===== src/design/dxt_config.svh =====
// ##########################################################################
// DXT configuration: table depths, Wishbone address map and bus width
// ##########################################################################

`ifndef DXT_CONFIG_SVH
`define DXT_CONFIG_SVH

// Table depths in entries
`define DXT_DAT_DEPTH 128
`define DXT_DCT_DEPTH 128

// Wishbone byte address and data widths
`define DXT_ADR_W 12
`define DXT_WB_DW 32

// Window bases, DAT spans depth*8 bytes and DCT spans depth*16 bytes
`define DXT_DAT_BASE 12'h000
`define DXT_DCT_BASE 12'h800

`endif

===== src/design/dxt_pkg.sv =====
// ##########################################################################
// DXT shared types: table entries, indices and table select
// ##########################################################################

`default_nettype none

`include "dxt_config.svh"

package dxt_pkg;

  localparam int unsigned WordW = `DXT_WB_DW;

  // DAT entry holds two bus words
  typedef logic [2*WordW-1:0] dat_entry_t;

  // DCT entry holds four bus words
  typedef logic [4*WordW-1:0] dct_entry_t;

  // Entry indices
  typedef logic [$clog2(`DXT_DAT_DEPTH)-1:0] dat_idx_t;
  typedef logic [$clog2(`DXT_DCT_DEPTH)-1:0] dct_idx_t;

  // Bus word within an entry
  typedef logic [1:0] word_idx_t;

  // Target of a software request
  typedef enum logic [1:0] {
    TBL_DAT  = 2'd0,
    TBL_DCT  = 2'd1,
    TBL_NONE = 2'd2
  } tbl_sel_e;

endpackage

`default_nettype wire


===== src/design/dxt_table_port.sv =====
// ##########################################################################
// DXT table access port, arbitrates controller and software accesses
// ##########################################################################

`timescale 1ns/1ps
`default_nettype none

`include "dxt_config.svh"

module dxt_table_port #(
  parameter type         entry_t = logic [63:0],
  parameter int unsigned Depth   = `DXT_DAT_DEPTH
) (
  input  logic                     clk_i,
  input  logic                     rst_ni,
  // Controller side
  input  logic                     hw_rd_i,
  input  logic                     hw_wr_i,
  input  logic [$clog2(Depth)-1:0] hw_idx_i,
  input  entry_t                   hw_wdata_i,
  // Software side
  input  logic                     sw_valid_i,
  input  logic [$clog2(Depth)-1:0] sw_idx_i,
  input  dxt_pkg::word_idx_t       sw_word_i,
  input  logic                     sw_we_i,
  input  logic [`DXT_WB_DW-1:0]    sw_wdata_i,
  output logic                     grant_o,
  // Memory side
  output logic                     mem_req_o,
  output logic                     mem_we_o,
  output logic [$clog2(Depth)-1:0] mem_addr_o,
  output entry_t                   mem_wmask_o,
  output entry_t                   mem_wdata_o
);

  localparam int unsigned Words = $bits(entry_t) / `DXT_WB_DW;

  logic   hw_act;
  logic   granted_q;
  logic   word_ok;
  entry_t word_mask;
  entry_t word_data;

  assign hw_act = hw_rd_i | hw_wr_i;

  // Software waits out any controller access to this table
  assign grant_o = sw_valid_i & ~hw_act & ~granted_q;

  // Place the bus word at its slot inside the entry
  assign word_ok   = 32'(sw_word_i) < Words;
  assign word_mask = word_ok ?
                     entry_t'({`DXT_WB_DW{1'b1}}) << (sw_word_i * `DXT_WB_DW) : '0;
  assign word_data = entry_t'(sw_wdata_i) << (sw_word_i * `DXT_WB_DW);

  always_comb begin
    if (hw_act) begin
      // Write wins if both controller strobes are raised
      mem_req_o   = 1'b1;
      mem_we_o    = hw_wr_i;
      mem_addr_o  = hw_idx_i;
      mem_wmask_o = '1;
      mem_wdata_o = hw_wdata_i;
    end else begin
      mem_req_o   = grant_o;
      mem_we_o    = grant_o & sw_we_i;
      mem_addr_o  = sw_idx_i;
      mem_wmask_o = word_mask;
      mem_wdata_o = word_data;
    end
  end

  // Held until the decoder drops its valid
  always_ff @(posedge clk_i or negedge rst_ni) begin
    if (!rst_ni) begin
      granted_q <= 1'b0;
    end else if (grant_o) begin
      granted_q <= 1'b1;
    end else if (!sw_valid_i) begin
      granted_q <= 1'b0;
    end
  end

endmodule

`default_nettype wire


===== config.mk =====
export PLATFORM = sky130hd
export DESIGN_NAME = dxt_table_port
export DESIGN_NICKNAME = d
export VERILOG_FILES = /design/src/design/dxt_pkg.sv /design/src/design/dxt_table_port.sv
export VERILOG_INCLUDE_DIRS = /design/src /design/src/design
export SDC_FILE = /design/constraint.sdc
export NUM_CORES = 1
export LEC_CHECK = 0
export ABC_AREA = 1
export BUFFER_PORTS_ARGS = -buffer_cell sky130_fd_sc_hd__buf_2
export CORE_AREA = 2 2 99 101
export DETAILED_ROUTE_END_ITERATION = 10
export DIE_AREA = 0 0 101 103
export PLACE_DENSITY = 0.49
export SLEW_MARGIN = 20
export SYNTH_ARGS = -nofsm -noshare
export SYNTH_HDL_FRONTEND = slang
export SYNTH_SLANG_ARGS = --single-unit
export TNS_END_PERCENT = 100

===== constraint.sdc =====
create_clock -name clk_i -period 6.6 [get_ports clk_i]
set_clock_uncertainty 0.05 [all_clocks]
set_input_delay 0.99 -clock clk_i [delete_from_list [all_inputs] [get_ports clk_i]]
set_output_delay 0.99 -clock clk_i [all_outputs]
set_load 0.05 [all_outputs]

Word-level counts from Yosys, hierarchy flattened. Index checks and enable logic that the tools add are counted. Widths: inputs -> output; s select.

Flip-flop bits (word level): 1. Bits of input ports: 118.

Magnitude comparators: 1. Equal/unequal tests: 1. Shifts and indexed selects: 2. Multiplexer cells: 8. Bitwise logic cells: 6.

Operators with widths (count): $mux 64 (3); $shl 32x7->64 (1); $shl 32x7->64 const A (1); $mux 7 (1); $mux 1 (4); $and 1x1->1 (3); $lt 2x2->1 const B (1); $ne 2x1->1 const B (1); $not 1->1 (2); $or 1x1->1 (1).

Longest topological paths before layout.
Depth in word-level cells: 6. Depth in mapped cells: 5. Gate-level depth less buffers: 4.

Worst setup path after synthesis. Ideal clock, no wire load.

Path kind: input port to output port. Start point: input port sw_word_i[0]. End point: output port mem_wmask_o[33] in the netlist's numbering. Data arrival time: 4244 ps. Setup slack: 1316 ps. Stages: 3. Cell sequence: inv_1 -> o21ai_0 -> buf_4.

RTL lines: from (decl) (line dxt_table_port.sv:24) `input dxt_pkg::word_idx_t sw_word_i,`; to (decl) (line dxt_table_port.sv:32) `output entry_t mem_wmask_o,`.

==> flow_metrics.py <==
metrics = {
    "sta": {
        "relSlewSlack_pct": 51.5,
        "fin_crit_sh_pct": 53.2,
        "slew_viol_final": 0,
        "clock.fmax_mhz": 285,
        "tightest_slew_ns": 0.727,
        "setup-violations-final": 0,
        "fin_crit_ns": 3.51,
        "worst_hold_slack_ns": 0.500,
        "finalHoldViolations": 0,
        "setup_tns_ns": 0,
        "rsz0062_at_grt": "no",
    },
    "detailed_routing": {
        "totalWireLength_mm": 6.48,
        "dr.first_iter.drc_count": 42,
        "drtAntennaViolNets": 0,
        "routed_via_density": 4.06,
        "drtPass1Iterations": 4,
        "vias": 2455,
        "drc_errors": 0,
        "routedWlPerCell_um": 10.7,
    },
    "logic_synthesis": {
        "syn_nets": 431,
        "synth-simple-area-share_pct": 59.2,
        "ys.flop_type": "dfrtp_1",
        "synth_edf_count": 0,
        "async_flop_share_pct": 100,
        "synthXorXnorAreaFrac_pct": 0,
        "synth.avg_cell_area_sq_um": 5.00,
        "synthMuxAreaShare_pct": 0,
        "synth_top_family_by_area": "simple AND/OR/NAND/NOR gates",
        "yosysUniqueCellTypes": 12,
        "synth-compound-area-share_pct": 0.960,
        "synth_adder_area_share_pct": 0,
        "synthCells": 313,
        "synth_seq_cells": 1,
        "synthTopCellsByArea": "nand2_1 (36%), buf_4 (32%), nand3_1 (21%), buf_2 (5.1%), dfrtp_1 (1.6%)",
        "yosys.area.top_type": "nand2_1",
        "synthTopCellsByCount": "nand2_1 (150), buf_4 (67), nand3_1 (65)",
        "ys_seq_area_share_pct": 1.60,
        "syn_area_sq_um": 1560,
        "yosysMostFrequentCell": "nand2_1",
        "synth_top_area_share_pct": 36.0,
        "yosys_warnings": 0,
    },
    "setup_path": {
        "startpoint": "hw_wr_i",
        "critical_path_buf_inv_count": 4,
        "path_max_fanout": 76,
        "end_kind": "output pin",
        "path_cells": "buf_2 > nor2_4 > buf_4 > o21ai_1 > buf_4 > buf_2",
        "crit_arrival_ns": 2.47,
        "cpPeakStageDelay_ns": 0.58,
        "r2r-end": "granted_q",
        "r2r_start": "granted_q",
        "path_class": "in2out",
        "cp_slowest_cell": "buf_4",
        "critPathLaunchType": "primary input",
        "r2r_cells": 2,
        "r2r_slack_ns": 5.89,
        "cp.required_ns": 5.56,
        "cpLargestDelayFamily": "buffers and inverters",
    },
    "floorplan": {
        "dieArea_sq_um": 10400,
        "die_height_um": 103,
        "die_w_um": 101,
        "placementRows": 36,
        "initial_core_util_pct": 16.5,
        "io_pins": 256,
        "core_area_sq_um": 9460,
    },
    "layout": {
        "syn_to_final_growth_pct": 56.5,
        "largest_reg_flops": 1,
        "num_antenna_cells": 0,
        "layout-drive-gt1-share_pct": 54.0,
        "regMostFlops": "granted_q",
        "post-route-cell-area_sq_um": 2450,
        "fillers": 1075,
        "final_nets": 611,
        "fin_util_pct": 25.9,
        "reg_top3": "granted_q (1)",
    },
    "placement": {
        "place_area_sq_um": 2450,
        "hpwl_mm": 5.19,
        "port_buffers": 255,
        "gp_congestion": 0.788,
    },
    "grt": {
        "grt_pass1_vias": 1939,
        "grt_start_max_net_pins": 77,
        "antenna_found_initial": 0,
        "overflow": 0,
        "grt.total_usage_pct": 10.2,
        "grt_pass1_wl_mm": 8.78,
    },
    "status": {
        "outcome": "finished, final reports clean",
    },
    "pwr": {
        "p_per_area_nw_per_um2": 143,
        "p_leak_nw": 1.63,
        "peakVddDrop_mv": 0.0454,
    },
    "cts": {
        "clkTransAtPathRegs_ns": 0,
        "clkLatencyLatePin_ns": 0,
        "cts_resized": 0,
        "postCtsHoldBufs": 0,
        "post_cts_buffers": 0,
    },
    "job": {
        "drv_cap": 0,
    },
    "worst_hold_path": {
        "worstHoldPathType": "reg2reg",
        "whs_endpoint": "granted_q",
        "hp-start": "granted_q",
        "hold_depth": 2,
    },
}
==> cell type report <==
cell class	count	area, sq um	share of cell area (%)
Inverter	4	15.0	0.613
Sequential cell	1	25.0	1.02
Timing Repair Buffer	261	1320	54.0
Multi-Input combinational cell	225	943	38.5
Tap cell	114	143	5.83
==> report_power, final <==
part	leakage [nW]	internal [mW]	switching, mW	total (mW)
registers	0.0131	0.00664	0.000369	0.00701
clock network	0	0	0	0
logic	1.62	0.0780	0.264	0.342
total	1.63	0.0847	0.264	0.349
==> metal layers <==
metal	track usage (%)	part of all wire (%)
met1	11.2	38
met2	21.3	52
met3	1.29	8.6
met4	0.832	1.1
met5	0	0
==> tightest hold or removal path, cell delays in order, from the launching register on <==
cell     delay, ns
dfrtp_1       0.36
nor2_1        0.06
nor2_1        0.08
==> per-stage QoR <==
stage               total power [mW]  setup slack [ns]  instances
floorplan                      0.288              1.32        313
global placement               0.351              3.11        605
detailed placement             0.351              3.09        605
CTS                            0.352              3.09        605
global route                   0.370              2.96        605
finish                         0.349              3.09        605
==> logic make-up after synthesis <==
kind of cell,Yosys count
buffers and inverters,87
and+or+nand+nor,222
AOI/OAI and AO/OA,3
DFF,1
==> worst max-delay path by stage <==
stage                     depth (start not counted)              end
final                                             6  mem_wmask_o[40]
after global routing                              6  mem_wmask_o[33]
after CTS                                         6  mem_wmask_o[40]
after detailed placement                          6  mem_wmask_o[40]
after global placement                            6  mem_wmask_o[44]
after floorplan                                   3  mem_wmask_o[33]
==> cell usage in the layout, fill, tap and decap left out <==
cell type	count
buf_4	6
nand3_1	65
dfrtp_1	1
nor3_1	1
o21ai_0	1
inv_1	3
inv_2	1
nor2_2	2
buf_2	255
nand2_1	150
nor2_1	3
o21ai_1	2
nor2_4	1
No activity file was read; power rests on OpenSTA's default activity.
