[config.mk]
export PLATFORM = sky130hd
export DESIGN_NAME = dxt_wb_result
export DESIGN_NICKNAME = d
export VERILOG_FILES = /design/src/design/dxt_pkg.sv /design/src/design/dxt_wb_result.sv
export VERILOG_INCLUDE_DIRS = /design/src /design/src/design
export SDC_FILE = /design/constraint.sdc
export NUM_CORES = 1
export LEC_CHECK = 0
export ABC_CLOCK_PERIOD_IN_PS = 1900
export BUFFER_PORTS_ARGS = -buffer_cell sky130_fd_sc_hd__buf_2
export CORE_AREA = 5 5 91 93
export DETAILED_ROUTE_END_ITERATION = 8
export DIE_AREA = 0 0 96 98
export PLACE_DENSITY = 0.8
export SLEW_MARGIN = 20
export SYNTH_ARGS = -nofsm -noshare
export SYNTH_HDL_FRONTEND = slang
export SYNTH_SLANG_ARGS = --single-unit
export TNS_END_PERCENT = 5
[constraint.sdc]
create_clock -name clk_i -period 1.9 [get_ports clk_i]
set_clock_uncertainty 0.05 [all_clocks]
set_input_delay 0.19 -clock clk_i [delete_from_list [all_inputs] [get_ports clk_i]]
set_output_delay 0.19 -clock clk_i [all_outputs]
set_load 0.03 [all_outputs]
[src/design/dxt_config.svh]
// ##########################################################################
// DXT configuration: table depths, Wishbone address map and bus width
// ##########################################################################

`ifndef DXT_CONFIG_SVH
`define DXT_CONFIG_SVH

// Table depths in entries
`define DXT_DAT_DEPTH 128
`define DXT_DCT_DEPTH 128

// Wishbone byte address and data widths
`define DXT_ADR_W 12
`define DXT_WB_DW 32

// Window bases, DAT spans depth*8 bytes and DCT spans depth*16 bytes
`define DXT_DAT_BASE 12'h000
`define DXT_DCT_BASE 12'h800

`endif
[src/design/dxt_pkg.sv]
// ##########################################################################
// DXT shared types: table entries, indices and table select
// ##########################################################################

`default_nettype none

`include "dxt_config.svh"

package dxt_pkg;

  localparam int unsigned WordW = `DXT_WB_DW;

  // DAT entry holds two bus words
  typedef logic [2*WordW-1:0] dat_entry_t;

  // DCT entry holds four bus words
  typedef logic [4*WordW-1:0] dct_entry_t;

  // Entry indices
  typedef logic [$clog2(`DXT_DAT_DEPTH)-1:0] dat_idx_t;
  typedef logic [$clog2(`DXT_DCT_DEPTH)-1:0] dct_idx_t;

  // Bus word within an entry
  typedef logic [1:0] word_idx_t;

  // Target of a software request
  typedef enum logic [1:0] {
    TBL_DAT  = 2'd0,
    TBL_DCT  = 2'd1,
    TBL_NONE = 2'd2
  } tbl_sel_e;

endpackage

`default_nettype wire

[src/design/dxt_wb_result.sv]
// ##########################################################################
// DXT result stage, picks the read word and raises the Wishbone ack
// ##########################################################################

`timescale 1ns/1ps
`default_nettype none

`include "dxt_config.svh"

module dxt_wb_result (
  input  logic                  clk_i,
  input  logic                  rst_ni,
  input  logic                  dat_grant_i,
  input  logic                  dct_grant_i,
  input  logic                  none_grant_i,
  input  dxt_pkg::tbl_sel_e     req_tbl_i,
  input  dxt_pkg::word_idx_t    req_word_i,
  input  dxt_pkg::dat_entry_t   dat_rdata_i,
  input  dxt_pkg::dct_entry_t   dct_rdata_i,
  output logic [`DXT_WB_DW-1:0] wb_dat_o,
  output logic                  wb_ack_o
);
  import dxt_pkg::*;

  logic                  dat_sel_q;
  logic                  dct_sel_q;
  logic                  none_sel_q;
  logic [`DXT_WB_DW-1:0] rd_word;

  // Grants delayed one cycle to meet the memory read data
  always_ff @(posedge clk_i or negedge rst_ni) begin
    if (!rst_ni) begin
      dat_sel_q  <= 1'b0;
      dct_sel_q  <= 1'b0;
      none_sel_q <= 1'b0;
    end else begin
      dat_sel_q  <= dat_grant_i;
      dct_sel_q  <= dct_grant_i;
      none_sel_q <= none_grant_i;
    end
  end

  // DAT only has words 0 and 1
  always_comb begin
    case (req_tbl_i)
      TBL_DAT: rd_word = dat_rdata_i[req_word_i[0]*`DXT_WB_DW +: `DXT_WB_DW];
      TBL_DCT: rd_word = dct_rdata_i[req_word_i*`DXT_WB_DW +: `DXT_WB_DW];
      default: rd_word = '0;
    endcase
  end

  // Data bus is zero outside the ack cycle
  always_ff @(posedge clk_i or negedge rst_ni) begin
    if (!rst_ni) begin
      wb_ack_o <= 1'b0;
      wb_dat_o <= '0;
    end else begin
      wb_ack_o <= dat_sel_q | dct_sel_q | none_sel_q;
      wb_dat_o <= (dat_sel_q | dct_sel_q) ? rd_word : '0;
    end
  end

endmodule

`default_nettype wire

## Word-level counts from Yosys, hierarchy flattened

Index checks and enable logic that the tools add are counted.

| word-level totals | value |
|---|---|
| input port bits | 201 |
| output and inout bits | 33 |
| flip-flop bits (word level) | 36 |
| logic and storage cells | 13 |

| cells by class | value |
|---|---|
| shifts and indexed selects | 2 |
| reduce and logical (&&, ||, !) cells | 1 |
| equal/unequal tests | 1 |
| bitwise gates (word level) | 2 |
| mux-type cells | 2 |

Operator list:

| operator | count |
|---|---|
| indexed part select 128 x 8 -> 32 bit | 1 |
| one-hot mux 32 bit (2 select lines) | 1 |
| indexed part select 64 x 7 -> 32 bit | 1 |
| 2-to-1 mux 32 bit | 1 |
| equality test 2 x 1 -> 1 bit, second input constant | 1 |
| zero test 2 bit | 1 |
| bitwise OR 1 bit | 2 |

## Depth between registers and ports, before layout

| logic depth | value |
|---|---|
| depth in word-level cells | 3 |
| depth in mapped cells | 6 |
| mapped depth without buffers | 3 |

## Least setup slack after synthesis

Ideal clock, no wire load.

| path | value |
|---|---|
| kind | reg-to-reg |
| from | register dct_sel_q |
| to | register wb_dat_o[10] |
| required time | 1726 ps |
| cell stages (with the launch flop) | 6 |
| library setup time | 124 ps |
| path buffers | 2 |
| period minus slack after synthesis | 1353 ps |
| data arrival time | 1179 ps |
| setup slack | 547 ps |
| cell sequence | dfrtp_1 -> nor2_1 -> or2_2 -> clkbuf_2 -> buf_2 -> a21oi_1 |

| on the way | value |
|---|---|
| cells in the longest elaborated chain, start to end | 2 |

RTL lines:

| element | RTL line | text |
|---|---|---|
| start: declaration | dxt_wb_result.sv:26 | `logic dct_sel_q;` |
| start signal: assignment | dxt_wb_result.sv:38 | `dct_sel_q <= dct_grant_i;` |
| bitwise OR 1 bit | dxt_wb_result.sv:59 | `wb_dat_o <= (dat_sel_q \| dct_sel_q) ? rd_word : '0;` |
| 2-to-1 mux 32 bit | dxt_wb_result.sv:59 |  |
| end signal: assignment | dxt_wb_result.sv:59 |  |
| end: declaration | dxt_wb_result.sv:20 | `` output logic [`DXT_WB_DW-1:0] wb_dat_o, `` |

No other way between the ends.

## Worst setup path in the final report

| path | value |
|---|---|
| from | input port req_word_i[0] |
| to | register wb_dat_o[0] |

| on the way | value |
|---|---|
| cells in the longest elaborated chain, start to end | 3 |
| elaborated cells between the ends (all ways) | 4 |
| classes of those cells | shift (2); mux (2) |

RTL lines:

| element | RTL line | text |
|---|---|---|
| start: declaration | dxt_wb_result.sv:17 | `input dxt_pkg::word_idx_t req_word_i,` |
| indexed part select 128 x 8 -> 32 bit / indexed part select 64 x 7 -> 32 bit (equally long branches) | dxt_wb_result.sv:47, dxt_wb_result.sv:46 |  |
| one-hot mux 32 bit (2 select lines) * | dxt_wb_result.sv:45 | `case (req_tbl_i)` |
| 2-to-1 mux 32 bit * | dxt_wb_result.sv:59 |  |

Mark *: on every way between the ends. The rest lies on a longest branch, timed or not.

==> metrics.yaml <==
placement:
  place_area_um2: 3990
  hpwlAfterDp_um: 7580
  gp_congestion: 0.815
  port_buffers: 233
  dpl_worst_slack_ns: 0.376
sta:
  min_period_ns: 1.23
  tns_ns: 0
  layout_setup_ws_ns: 0.665
  slew_violations: 0
  setup_viol: 0
  finalHoldViolCount: 0
  rsz0062_at_grt: "false"
  fin_crit_sh: 0.650
  slew_headroom: 0.458
  worst-slew-pin-transition_ns: 0.813
  max_clock_freq_ghz: 0.810
clock_network:
  cts_tree: "done"
  clk_path_buf_depth: 2
  ctsResizeCount: 0
  cts_made_buffers: 5
  cts_root_buffer: "clkbuf_8"
  h-tree-depth: 2
  clk_latency_ns: 0.28
  cts.reportedPaths.clkPinSlew_ns: 0.07
  cts.sinks: 36
hold_path:
  hp-class: "input port to register"
detailed_routing:
  dr_wl_met2_um: 5220
  drt_iter0_drc: 54
  maxUsedRoutingLayer: "met4"
  num_vias: 2930
  met1Wirelength_um: 3420
  wl_per_cell_um: 16.4
  detail-route-antenna-nets: 0
  drtPass1Iterations: 4
  vias_per_cell: 4.99
  wl_um: 9640
  drcViolationCount: 0
  dr_wl_met3_um: 886
power_and_ir_drop:
  power_leakage_nw: 2.09
  sequentialPowerShare: 0.370
  clkPwrFrac: 0.296
  vdd_ir_drop_max_uv: 296
  p_int_w: 0.00159
  power.switching_w: 0.000635
  switching_share: 0.285
  power_density_nw_per_um2: 538
  p_comb_frac: 0.334
floorplanning:
  core_area_um2: 7450
  placementRows: 32
  start_util: 0.375
  die_y_um: 98
  die_area_um2: 9410
  io-pin-count: 234
  die_x_um: 96
grt:
  grt_max_degree: 46
  grt_pass1_wl_um: 14700
  grt-ovfl-total: 0
  antenna_found_initial: 0
  track_usage: 0.197
  grt_pass1_vias: 3167
layout:
  area_growth_pct: 48.4
  layout.cells.most_common: "buf_2"
  drive_above_1_share: 0.728
  final_cell_mix: "buf_2, mux2_2, dfrtp_1"
  fin_nets: 685
  n_antenna_cell: 0
  final_cell_area_um2: 4140
synthesis:
  netlist_area_um2: 2790
  yosysTopAreaCellShare: 0.355
  synth.area.top_cells: "mux2_2, dfrtp_1, a22oi_1, a21oi_1, mux2_4"
  synth_cells: 258
  yosysUniqueCellTypes: 19
  yosysWarnings: 0
  synth-seq-cells: 36
  yosysSeqAreaShare: 0.323
  synth_area_leader_cell: "mux2_2"
  syn_nets: 459
  synth.avg_cell_area_um2: 10.8
setup_path:
  crit_type: "input port to register"
  path_max_fanout: 45
  crit_required_ns: 2.01
  start_kind: "input port"
  cp-end-kind: "register"
  critPathArrivalTime_ns: 1.34
status:
  status: "completed"
job:
  cap_violations: 0
## power groups by stage
stage | Clock (W) | Sequential, W | Combinational (W)
after global routing | 0.000714 | 0.000829 | 0.000805
after detailed placement | 0 | 0.000839 | 0.000741
after CTS | 0.000686 | 0.000824 | 0.000749
after global placement | 0 | 0.000838 | 0.000719
final | 0.000659 | 0.000824 | 0.000743
after floorplan | 0 | 0.000929 | 0.000344
## metrics by stage
step	cells	total power, W	utilization	hold slack [ns]
4_1_cts	587	0.00226	0.556	0.244
6_report	587	0.00223	0.556	0.254
3_3_place_gp	575	0.00156	0.536	0.262
2_1_floorplan	258	0.00127	-	-0.156
3_5_place_dp	575	0.00158	0.536	0.260
5_1_grt	587	0.00235	0.556	0.258
## synth_stat cells, drive strengths merged
cell,number
mux2,96
dfrtp,36
a21oi,32
a22oi,32
nand2,32
buf,19
clkbuf,5
nor2,2
and3b,1
nor3b,1
or2,1
or3,1
## worst paths after layout
check                                start      endpoint  slack (ns)  cells after the start
setup / recovery             req_word_i[0]   wb_dat_o[0]        0.67                      5
hold / removal             dct_rdata_i[76]  wb_dat_o[12]        0.25                      4
setup reg to reg                 dct_sel_q  wb_dat_o[22]        0.72                      3
hold reg to reg                 none_sel_q      wb_ack_o        0.39                      1
max in group asynchronous           rst_ni  wb_dat_o[12]        0.80                      2
min in group asynchronous           rst_ni  wb_dat_o[28]        0.49                      2
## logic make-up (layout without fill, tap and decap cells)
family	after synthesis	after routing	share of synthesized area
compound gates	64	64	0.158
buf+inv	24	251	0.0632
flops	36	36	0.323
mux	96	96	0.398
simple gates	38	38	0.0579
## critical path: stages
cell	delay, ns
buf_4	0.19
buf_12	0.26
mux2_2	0.37
a22oi_1	0.18
a21oi_1	0.12
## repair_timing
item                                   in CTS  in global routing
setup endpoints to repair                   0                  0
endpoints found under the hold margin      39                  0
setup buffers                               0                  0
hold buffers                                4                  0
## cell type report
| cell class | instances | area, um2 |
|---|---|---|
| Timing Repair Buffer | 243 | 1280 |
| Tap cell | 102 | 128 |
| Sequential cell | 36 | 901 |
| Multi-Input combinational cell | 198 | 1730 |
| Fill cell | 688 | 3310 |
| Clock buffer | 6 | 72.6 |
| Clock inverter | 2 | 35.0 |
## metal layers
metal / track usage / up-vias
met5: 0 / -
met4: 0.0416 / 0
li1: - / 1401
met3: 0.0539 / 13
met2: 0.383 / 142
met1: 0.204 / 1374
## registers in the layout, indices dropped and copies added, names as in the netlist
register	cells
dat_sel_q	1
wb_ack_o	1
dct_sel_q	1
none_sel_q	1
wb_dat_o	32
No activity file was read; power rests on OpenSTA's default activity.
