### src/design/dxt_config.svh
// ##########################################################################
// DXT configuration: table depths, Wishbone address map and bus width
// ##########################################################################

`ifndef DXT_CONFIG_SVH
`define DXT_CONFIG_SVH

// Table depths in entries
`define DXT_DAT_DEPTH 128
`define DXT_DCT_DEPTH 128

// Wishbone byte address and data widths
`define DXT_ADR_W 12
`define DXT_WB_DW 32

// Window bases, DAT spans depth*8 bytes and DCT spans depth*16 bytes
`define DXT_DAT_BASE 12'h000
`define DXT_DCT_BASE 12'h800

`endif
### src/design/dxt_pkg.sv
// ##########################################################################
// DXT shared types: table entries, indices and table select
// ##########################################################################

`default_nettype none

`include "dxt_config.svh"

package dxt_pkg;

  localparam int unsigned WordW = `DXT_WB_DW;

  // DAT entry holds two bus words
  typedef logic [2*WordW-1:0] dat_entry_t;

  // DCT entry holds four bus words
  typedef logic [4*WordW-1:0] dct_entry_t;

  // Entry indices
  typedef logic [$clog2(`DXT_DAT_DEPTH)-1:0] dat_idx_t;
  typedef logic [$clog2(`DXT_DCT_DEPTH)-1:0] dct_idx_t;

  // Bus word within an entry
  typedef logic [1:0] word_idx_t;

  // Target of a software request
  typedef enum logic [1:0] {
    TBL_DAT  = 2'd0,
    TBL_DCT  = 2'd1,
    TBL_NONE = 2'd2
  } tbl_sel_e;

endpackage

`default_nettype wire

### src/design/dxt_wb_decode.sv
// ##########################################################################
// DXT Wishbone request decoder, holds one request until it is acknowledged
// ##########################################################################

`timescale 1ns/1ps
`default_nettype none

`include "dxt_config.svh"

module dxt_wb_decode #(
  parameter int unsigned IdxW =
    ($bits(dxt_pkg::dat_idx_t) > $bits(dxt_pkg::dct_idx_t)) ?
    $bits(dxt_pkg::dat_idx_t) : $bits(dxt_pkg::dct_idx_t)
) (
  input  logic                  clk_i,
  input  logic                  rst_ni,
  input  logic                  wb_cyc_i,
  input  logic                  wb_stb_i,
  input  logic                  wb_we_i,
  input  logic [`DXT_ADR_W-1:0] wb_adr_i,
  input  logic [`DXT_WB_DW-1:0] wb_dat_i,
  input  logic                  wb_ack_i,
  input  logic                  dat_grant_i,
  input  logic                  dct_grant_i,
  output logic                  req_valid_o,
  output dxt_pkg::tbl_sel_e     req_tbl_o,
  output logic [IdxW-1:0]       req_idx_o,
  output dxt_pkg::word_idx_t    req_word_o,
  output logic                  req_we_o,
  output logic [`DXT_WB_DW-1:0] req_wdata_o
);
  import dxt_pkg::*;

  localparam int unsigned DatEnd = `DXT_DAT_BASE + `DXT_DAT_DEPTH * 8;
  localparam int unsigned DctEnd = `DXT_DCT_BASE + `DXT_DCT_DEPTH * 16;

  int unsigned           adr_u;
  logic [`DXT_ADR_W-1:0] dat_off;
  logic [`DXT_ADR_W-1:0] dct_off;
  tbl_sel_e              adr_tbl;
  logic [IdxW-1:0]       adr_idx;
  word_idx_t             adr_word;
  logic                  busy_q;
  logic                  accept;
  logic                  granted;

  assign adr_u   = 32'(wb_adr_i);
  assign dat_off = wb_adr_i - `DXT_DAT_BASE;
  assign dct_off = wb_adr_i - `DXT_DCT_BASE;

  // Eight bytes per DAT entry, sixteen per DCT entry
  always_comb begin
    adr_tbl  = TBL_NONE;
    adr_idx  = '0;
    adr_word = '0;
    if (adr_u >= `DXT_DAT_BASE && adr_u < DatEnd) begin
      adr_tbl  = TBL_DAT;
      adr_idx  = IdxW'(dat_off[3 +: $bits(dat_idx_t)]);
      adr_word = word_idx_t'(dat_off[2]);
    end else if (adr_u >= `DXT_DCT_BASE && adr_u < DctEnd) begin
      adr_tbl  = TBL_DCT;
      adr_idx  = IdxW'(dct_off[4 +: $bits(dct_idx_t)]);
      adr_word = dct_off[3:2];
    end
  end

  assign accept = wb_cyc_i & wb_stb_i & ~busy_q;

  // Unmapped requests and DCT writes never wait on a table
  always_comb begin
    case (req_tbl_o)
      TBL_DAT: granted = dat_grant_i;
      TBL_DCT: granted = dct_grant_i | req_we_o;
      default: granted = 1'b1;
    endcase
  end

  always_ff @(posedge clk_i or negedge rst_ni) begin
    if (!rst_ni) begin
      busy_q      <= 1'b0;
      req_valid_o <= 1'b0;
      req_tbl_o   <= TBL_NONE;
    end else if (accept) begin
      busy_q      <= 1'b1;
      req_valid_o <= 1'b1;
      req_tbl_o   <= adr_tbl;
    end else begin
      if (wb_ack_i) begin
        busy_q <= 1'b0;
      end
      if (granted) begin
        req_valid_o <= 1'b0;
      end
    end
  end

  always_ff @(posedge clk_i) begin
    if (accept) begin
      req_idx_o   <= adr_idx;
      req_word_o  <= adr_word;
      req_we_o    <= wb_we_i;
      req_wdata_o <= wb_dat_i;
    end
  end

endmodule

`default_nettype wire

### config.mk
export PLATFORM = sky130hd
export DESIGN_NAME = dxt_wb_decode
export DESIGN_NICKNAME = d
export VERILOG_FILES = /design/src/design/dxt_pkg.sv /design/src/design/dxt_wb_decode.sv
export VERILOG_INCLUDE_DIRS = /design/src /design/src/design
export SDC_FILE = /design/constraint.sdc
export NUM_CORES = 1
export LEC_CHECK = 0
export BUFFER_PORTS_ARGS = -buffer_cell sky130_fd_sc_hd__buf_4
export CAP_MARGIN = 40
export CELL_PAD_IN_SITES_DETAIL_PLACEMENT = 1
export CELL_PAD_IN_SITES_GLOBAL_PLACEMENT = 1
export CORE_MARGIN = 5
export CORE_UTILIZATION = 30
export CTS_BUF_LIST = sky130_fd_sc_hd__clkbuf_8
export DETAILED_ROUTE_END_ITERATION = 6
export MAX_ROUTING_LAYER = met4
export PLACE_DENSITY = 0.83
export RECOVER_POWER = 50
export SLEW_MARGIN = 20
export SYNTH_ARGS = -nofsm -noshare
export SYNTH_HDL_FRONTEND = slang
export SYNTH_SLANG_ARGS = --single-unit
export TNS_END_PERCENT = 30
### constraint.sdc
create_clock -name clk_i -period 2.4 [get_ports clk_i]
set_clock_uncertainty 0.15 [all_clocks]
set_input_delay 0.12 -clock clk_i [delete_from_list [all_inputs] [get_ports clk_i]]
set_output_delay 0.12 -clock clk_i [all_outputs]
set_load 0.01 [all_outputs]
# [After elaboration in Yosys (flattened, before gate mapping)]
# Cells that the tools add are included.
[op_classes] n_reduce_logical=6 add_sub_neg=1 eq_ne=1 n_lt_le_gt_ge=4 bitwise_logic=5 mux=11
[op_table] operator="$mux W7" count=2
[op_table] operator="$lt A12 B13 Y1 const B" count=1
[op_table] operator="$ge A12 B1 Y1 const B" count=1
[op_table] operator="$ge A12 B12 Y1 const B" count=1
[op_table] operator="$lt A12 B11 Y1 const B" count=1
[op_table] operator="$sub A11 B1 Y11 const B" count=1
[op_table] operator="$mux W1" count=6
[op_table] operator="$mux W2" count=2
[op_table] operator="$reduce_bool A2 Y1" count=2
[op_table] operator="$and A1 B1 Y1" count=2
[op_table] operator="$eq A2 B1 Y1 const B" count=1
[op_table] operator="$logic_and A1 B1 Y1" count=2
[op_table] operator="$logic_not A2 Y1" count=1
[op_table] operator="$not A1 Y1" count=2
[op_table] operator="$pmux W1 S2" count=1
[op_table] operator="$reduce_or A2 Y1" count=1
[op_table] operator="$or A1 B1 Y1" count=1
[word_totals] in_bits=52 regBits=46

# [Depth between registers and ports, before layout]
[depth] depth_word=4 depth_mapped=3

# [Worst setup path after synthesis]
# OpenSTA, ideal clock, no wires.
[synth_path] kind="register -> register" startpoint="register busy_q" endpoint="register req_idx_o[0], enable pin" t_arrival_ns=1.460 path_stages_with_launch=3 n_path_buf=0 setup_ns=0.396 setup_slack_ns=0.393 period_less_slack_ns=2.007 cell_sequence="dfrtp_1 nand3b_1 inv_1"
[synth_between] elab_chain_len=2
[synth_lines] element="start: declaration" line_no="dxt_wb_decode.sv:43" rtl="logic busy_q;"
[synth_lines] element="start signal: assignment" line_no="dxt_wb_decode.sv:80" rtl="busy_q <= 1'b0;"
[synth_lines] element="start signal: assignment" line_no="dxt_wb_decode.sv:84" rtl="busy_q <= 1'b1;"
[synth_lines] element="start signal: assignment" line_no="dxt_wb_decode.sv:89" rtl="busy_q <= 1'b0;"
[synth_lines] element="$not A1 Y1" line_no="dxt_wb_decode.sv:67" rtl="assign accept = wb_cyc_i & wb_stb_i & ~busy_q;"
[synth_lines] element="$and A1 B1 Y1" line_no="dxt_wb_decode.sv:67"
[synth_lines] element="net accept" line_no="dxt_wb_decode.sv:44" rtl="logic accept;"
[synth_lines] element="end signal: assignment" line_no="dxt_wb_decode.sv:99" rtl="req_idx_o <= adr_idx;"
[synth_lines] element="end: declaration" line_no="dxt_wb_decode.sv:27" rtl="output logic [IdxW-1:0] req_idx_o,"
# The timed path passes the listed nets, and every way through them passes these cells.
# A chain may end at the register's enable or synchronous reset.

# [Worst setup path in the final report]
[layout_path] startpoint="register req_tbl_o[0]" endpoint="register req_valid_o"
[layout_between] elab_chain_len=3 elab_cells_between_ends=4
[layout_lines] element="start: declaration" line_no="dxt_wb_decode.sv:26" rtl="output dxt_pkg::tbl_sel_e req_tbl_o,"
[layout_lines] element="start signal: assignment" line_no="dxt_wb_decode.sv:86" rtl="req_tbl_o <= adr_tbl;"
[layout_lines] element="$eq A2 B1 Y1 or $logic_not A2 Y1 (tied branches)" line_no="dxt_wb_decode.sv:71" rtl="case (req_tbl_o)"
[layout_lines] element="$pmux W1 S2 *" line_no="dxt_wb_decode.sv:71"
[layout_lines] element="$reduce_bool A2 Y1 (no line) *"
[layout_lines] element="end signal: assignment" line_no="dxt_wb_decode.sv:81" rtl="req_valid_o <= 1'b0;"
[layout_lines] element="end signal: assignment" line_no="dxt_wb_decode.sv:85" rtl="req_valid_o <= 1'b1;"
[layout_lines] element="end signal: assignment" line_no="dxt_wb_decode.sv:92" rtl="req_valid_o <= 1'b0;"
[layout_lines] element="end: declaration" line_no="dxt_wb_decode.sv:25" rtl="output logic req_valid_o,"
# Mark *: on every way between the ends. The rest lies on a longest branch, timed or not.

==> key figures <==
Place
  – GP Congestion: 0.727
  – Placed Area: 0.00237 mm2
  – Post-Place Cells: 244
  – I/O Buffers: 94
  – Hpwl dp: 3.50 mm
  – Place WS: 624 ps

Synthesis
  – Unique masters post-synth: 15
  – FF+latch count, synth: 46
  – Fraction of registers with async set/reset: 8.70%
  – Main synth FF type: edfxtp_1
  – Avg Synthesized Cell Area: 19.6 um2
  – Post-Syn Nets: 132
  – Cell type with the highest aggregate area in the netlist: edfxtp_1
  – Synth Area in XOR/XNOR: 0%
  – Count leader, synth: edfxtp_1
  – Compound-gate portion of the synthesized area: 3.34%
  – Synth Area in Adders: 0%
  – Post-synth top area share: 80.3%
  – Sequential share of the synthesized area: 86.7%
  – EDFF count, synth: 42
  – Synth warn: 0
  – Cells after Synth: 80
  – Post-Synth Simple-Gate Area: 7.72%
  – Synth top cells by count: 42 x edfxtp_1, 8 x o21ai_0, 7 x nand2_1, 7 x nand2b_1, 3 x dfrtp_1
  – Synth top area cells: edfxtp_1 80%, dfrtp_1 4.8%, nand2b_1 2.8%
  – Post-Synthesis Cell Area: 0.00157 mm2
  – Post-synthesis mux area share: 1.43%
  – Main combinational cell family by area after synthesis: simple AND/OR/NAND/NOR gates

Clocking
  – Post-CTS Setup Inserts: 0
  – # hold bufs at CTS: 45
  – Sink Count: 46
  – Reg clk slew, reported paths: 90 ps
  – Root Driver: clkbuf_8
  – TritonCTS Buffers: 5
  – Clock tree buffer depth: 2
  – CTS tree: done
  – Latest clock arrival within the worst-skew pair: 290 ps
  – Post-CTS Resized: 0
  – H-Tree Depth: 2

GRT
  – Global-route wire length before repair: 8.58 mm
  – Global-route usage over all layers: 18.8%
  – Initial antenna violation count: 0
  – Vias in the first global route: 1473
  – Gr ovfl total: 0
  – Largest net degree at the start of global routing: 42

Layout
  – Synthesis-to-finish area growth: 79.9%
  – Ant diodes: 0
  – Final Core Density: 55.3%
  – Design area: 0.00283 mm2
  – Filler cells: 541
  – Share of layout cells above drive strength 1: 35.2%
  – Post-layout nets: 278
  – Layout Cells excl Fill: 297

Die
  – FP Rows: 26
  – Initial Util: 30.8%
  – Die area: 0.00679 mm2
  – Top Ports: 97
  – Chip height: 82.4 um
  – Die W: 82.4 um
  – Core area: 0.00511 mm2

Drt
  – Starting DRT DRC Count: 72
  – Vias/cell: 4.37
  – DR pass1 iterations: 4
  – Final ANT Viol Nets: 0
  – Post-DR wirelength/cell: 20.5 um
  – Vias: 1299
  – Drt drc: 0
  – Total wire length: 6.10 mm

Critical path
  – Family with the most delay on the worst path: simple AND/OR/NAND/NOR gates
  – Slowest-stage cell, CP: or4b_4
  – Crit path DAT: 1940 ps
  – Worst Setup End Kind: register
  – Cell chain of the critical path: or4b_4 > o211ai_2 > dlygate4sd3_1
  – CP Data Required Time: 2490 ps
  – Worst Path Buf+Inv: 1
  – WS Path Type: register to register
  – Setup crit start kind: register
  – Top fanout value on the critical path: 4
  – Max incr delay on CP: 560 ps

Power and ir drop
  – Power per cell area: 633 mW/mm2
  – LEAKAGE: 1.12 nW
  – Pwr Total: 1.79 mW
  – VDD IR-drop max: 0.294 mV

Timing
  – Final worst slack: 548 ps
  – Hold Vio Cnt, Final: 0
  – Slew HR: 65.2%
  – Tmin final: 1850 ps
  – Period utilisation layout: 77.2%
  – Hold_ws: 18.5 ps
  – Tightest Pin Transition: 522 ps
  – Unrepaired setup endpoints after global routing: no
  – Max-slew violations: 0
  – Final TNS setup: 0 ps
  – Final setup viols: 0
  – Fmax: 540 MHz

Run status
  – Run status: finished, final reports clean

Job
  – MaxCap Viol Count: 0

Hold path
  – Hold Crit Class: input pin to register
[worst reg2reg max path, cell delays in order (launching register included)]
cell and delay [ps]:
dfrtp_1 440, or4b_4 560, o211ai_2 90, dlygate4sd3_1 560
[state kept, by name (all words and copies together), names as in the netlist]
register,count
req_we_o,1
req_wdata_o,32
req_tbl_o,2
req_valid_o,1
req_idx_o,7
busy_q,1
req_word_o,2
[cell usage in the layout (no fill, tap or decap)]
master	count
and2_1	1
buf_4	34
bufinv_16	1
clkbuf_1	27
clkbuf_4	34
clkbuf_8	5
clkinvlp_4	1
dfrtp_1	3
dfstp_2	1
dlygate4sd3_1	45
edfxtp_1	42
inv_1	3
mux2_2	2
nand2_1	7
nand2b_1	7
nand3b_1	1
nand4bb_1	1
nor2b_1	2
o211ai_2	1
o21ai_0	8
or4b_4	1
[path summary, 6_finish.rpt]
| path | startpoint | to | slack [ps] | cells past startpoint |
|---|---|---|---|---|
| setup / recovery | req_tbl_o[0] | req_valid_o | 550 | 3 |
| hold / removal | wb_adr_i[7] | req_idx_o[3] | 20 | 3 |
| setup reg to reg | req_tbl_o[0] | req_valid_o | 550 | 3 |
| hold reg to reg | busy_q | busy_q | 410 | 2 |
| max in group asynchronous | rst_ni | req_valid_o | 1340 | 3 |
| min in group asynchronous | rst_ni | req_tbl_o[1] | 170 | 2 |
[final cells by class]
class	count	area, um2	share of cell area [%]
clock buffers	5	68.8	2.43
flip-flops and latches	46	1360	48.2
well taps	70	87.6	3.10
inverters	2	7.51	0.266
repair buffers	140	1060	37.6
clock inverters	3	41.3	1.46
multi-input cells	31	196	6.95
[power by group]
part	internal, mW	switching, mW
clock network	0.307	0.272
registers	0.929	0.0239
logic	0.147	0.109
[layer usage]
metal / GRT usage, % / share of wire [%] / vias up / wire, um
met1: 18.1 / 36 / 622 / 2180
met5: - / 0 / - / 0
met3: 6.94 / 11 / 12 / 699
met2: 33.8 / 51 / 78 / 3090
met4: 7.48 / 2.1 / 0 / 131
li1: - / - / 587 / -
[logic make-up after synthesis]
| family | Yosys count |
|---|---|
| and+or+nand+nor | 20 |
| buffers and inverters | 3 |
| muxes | 2 |
| AOI/OAI and AO/OA | 9 |
| DFF | 46 |
(Power assumes the default switching activity.)
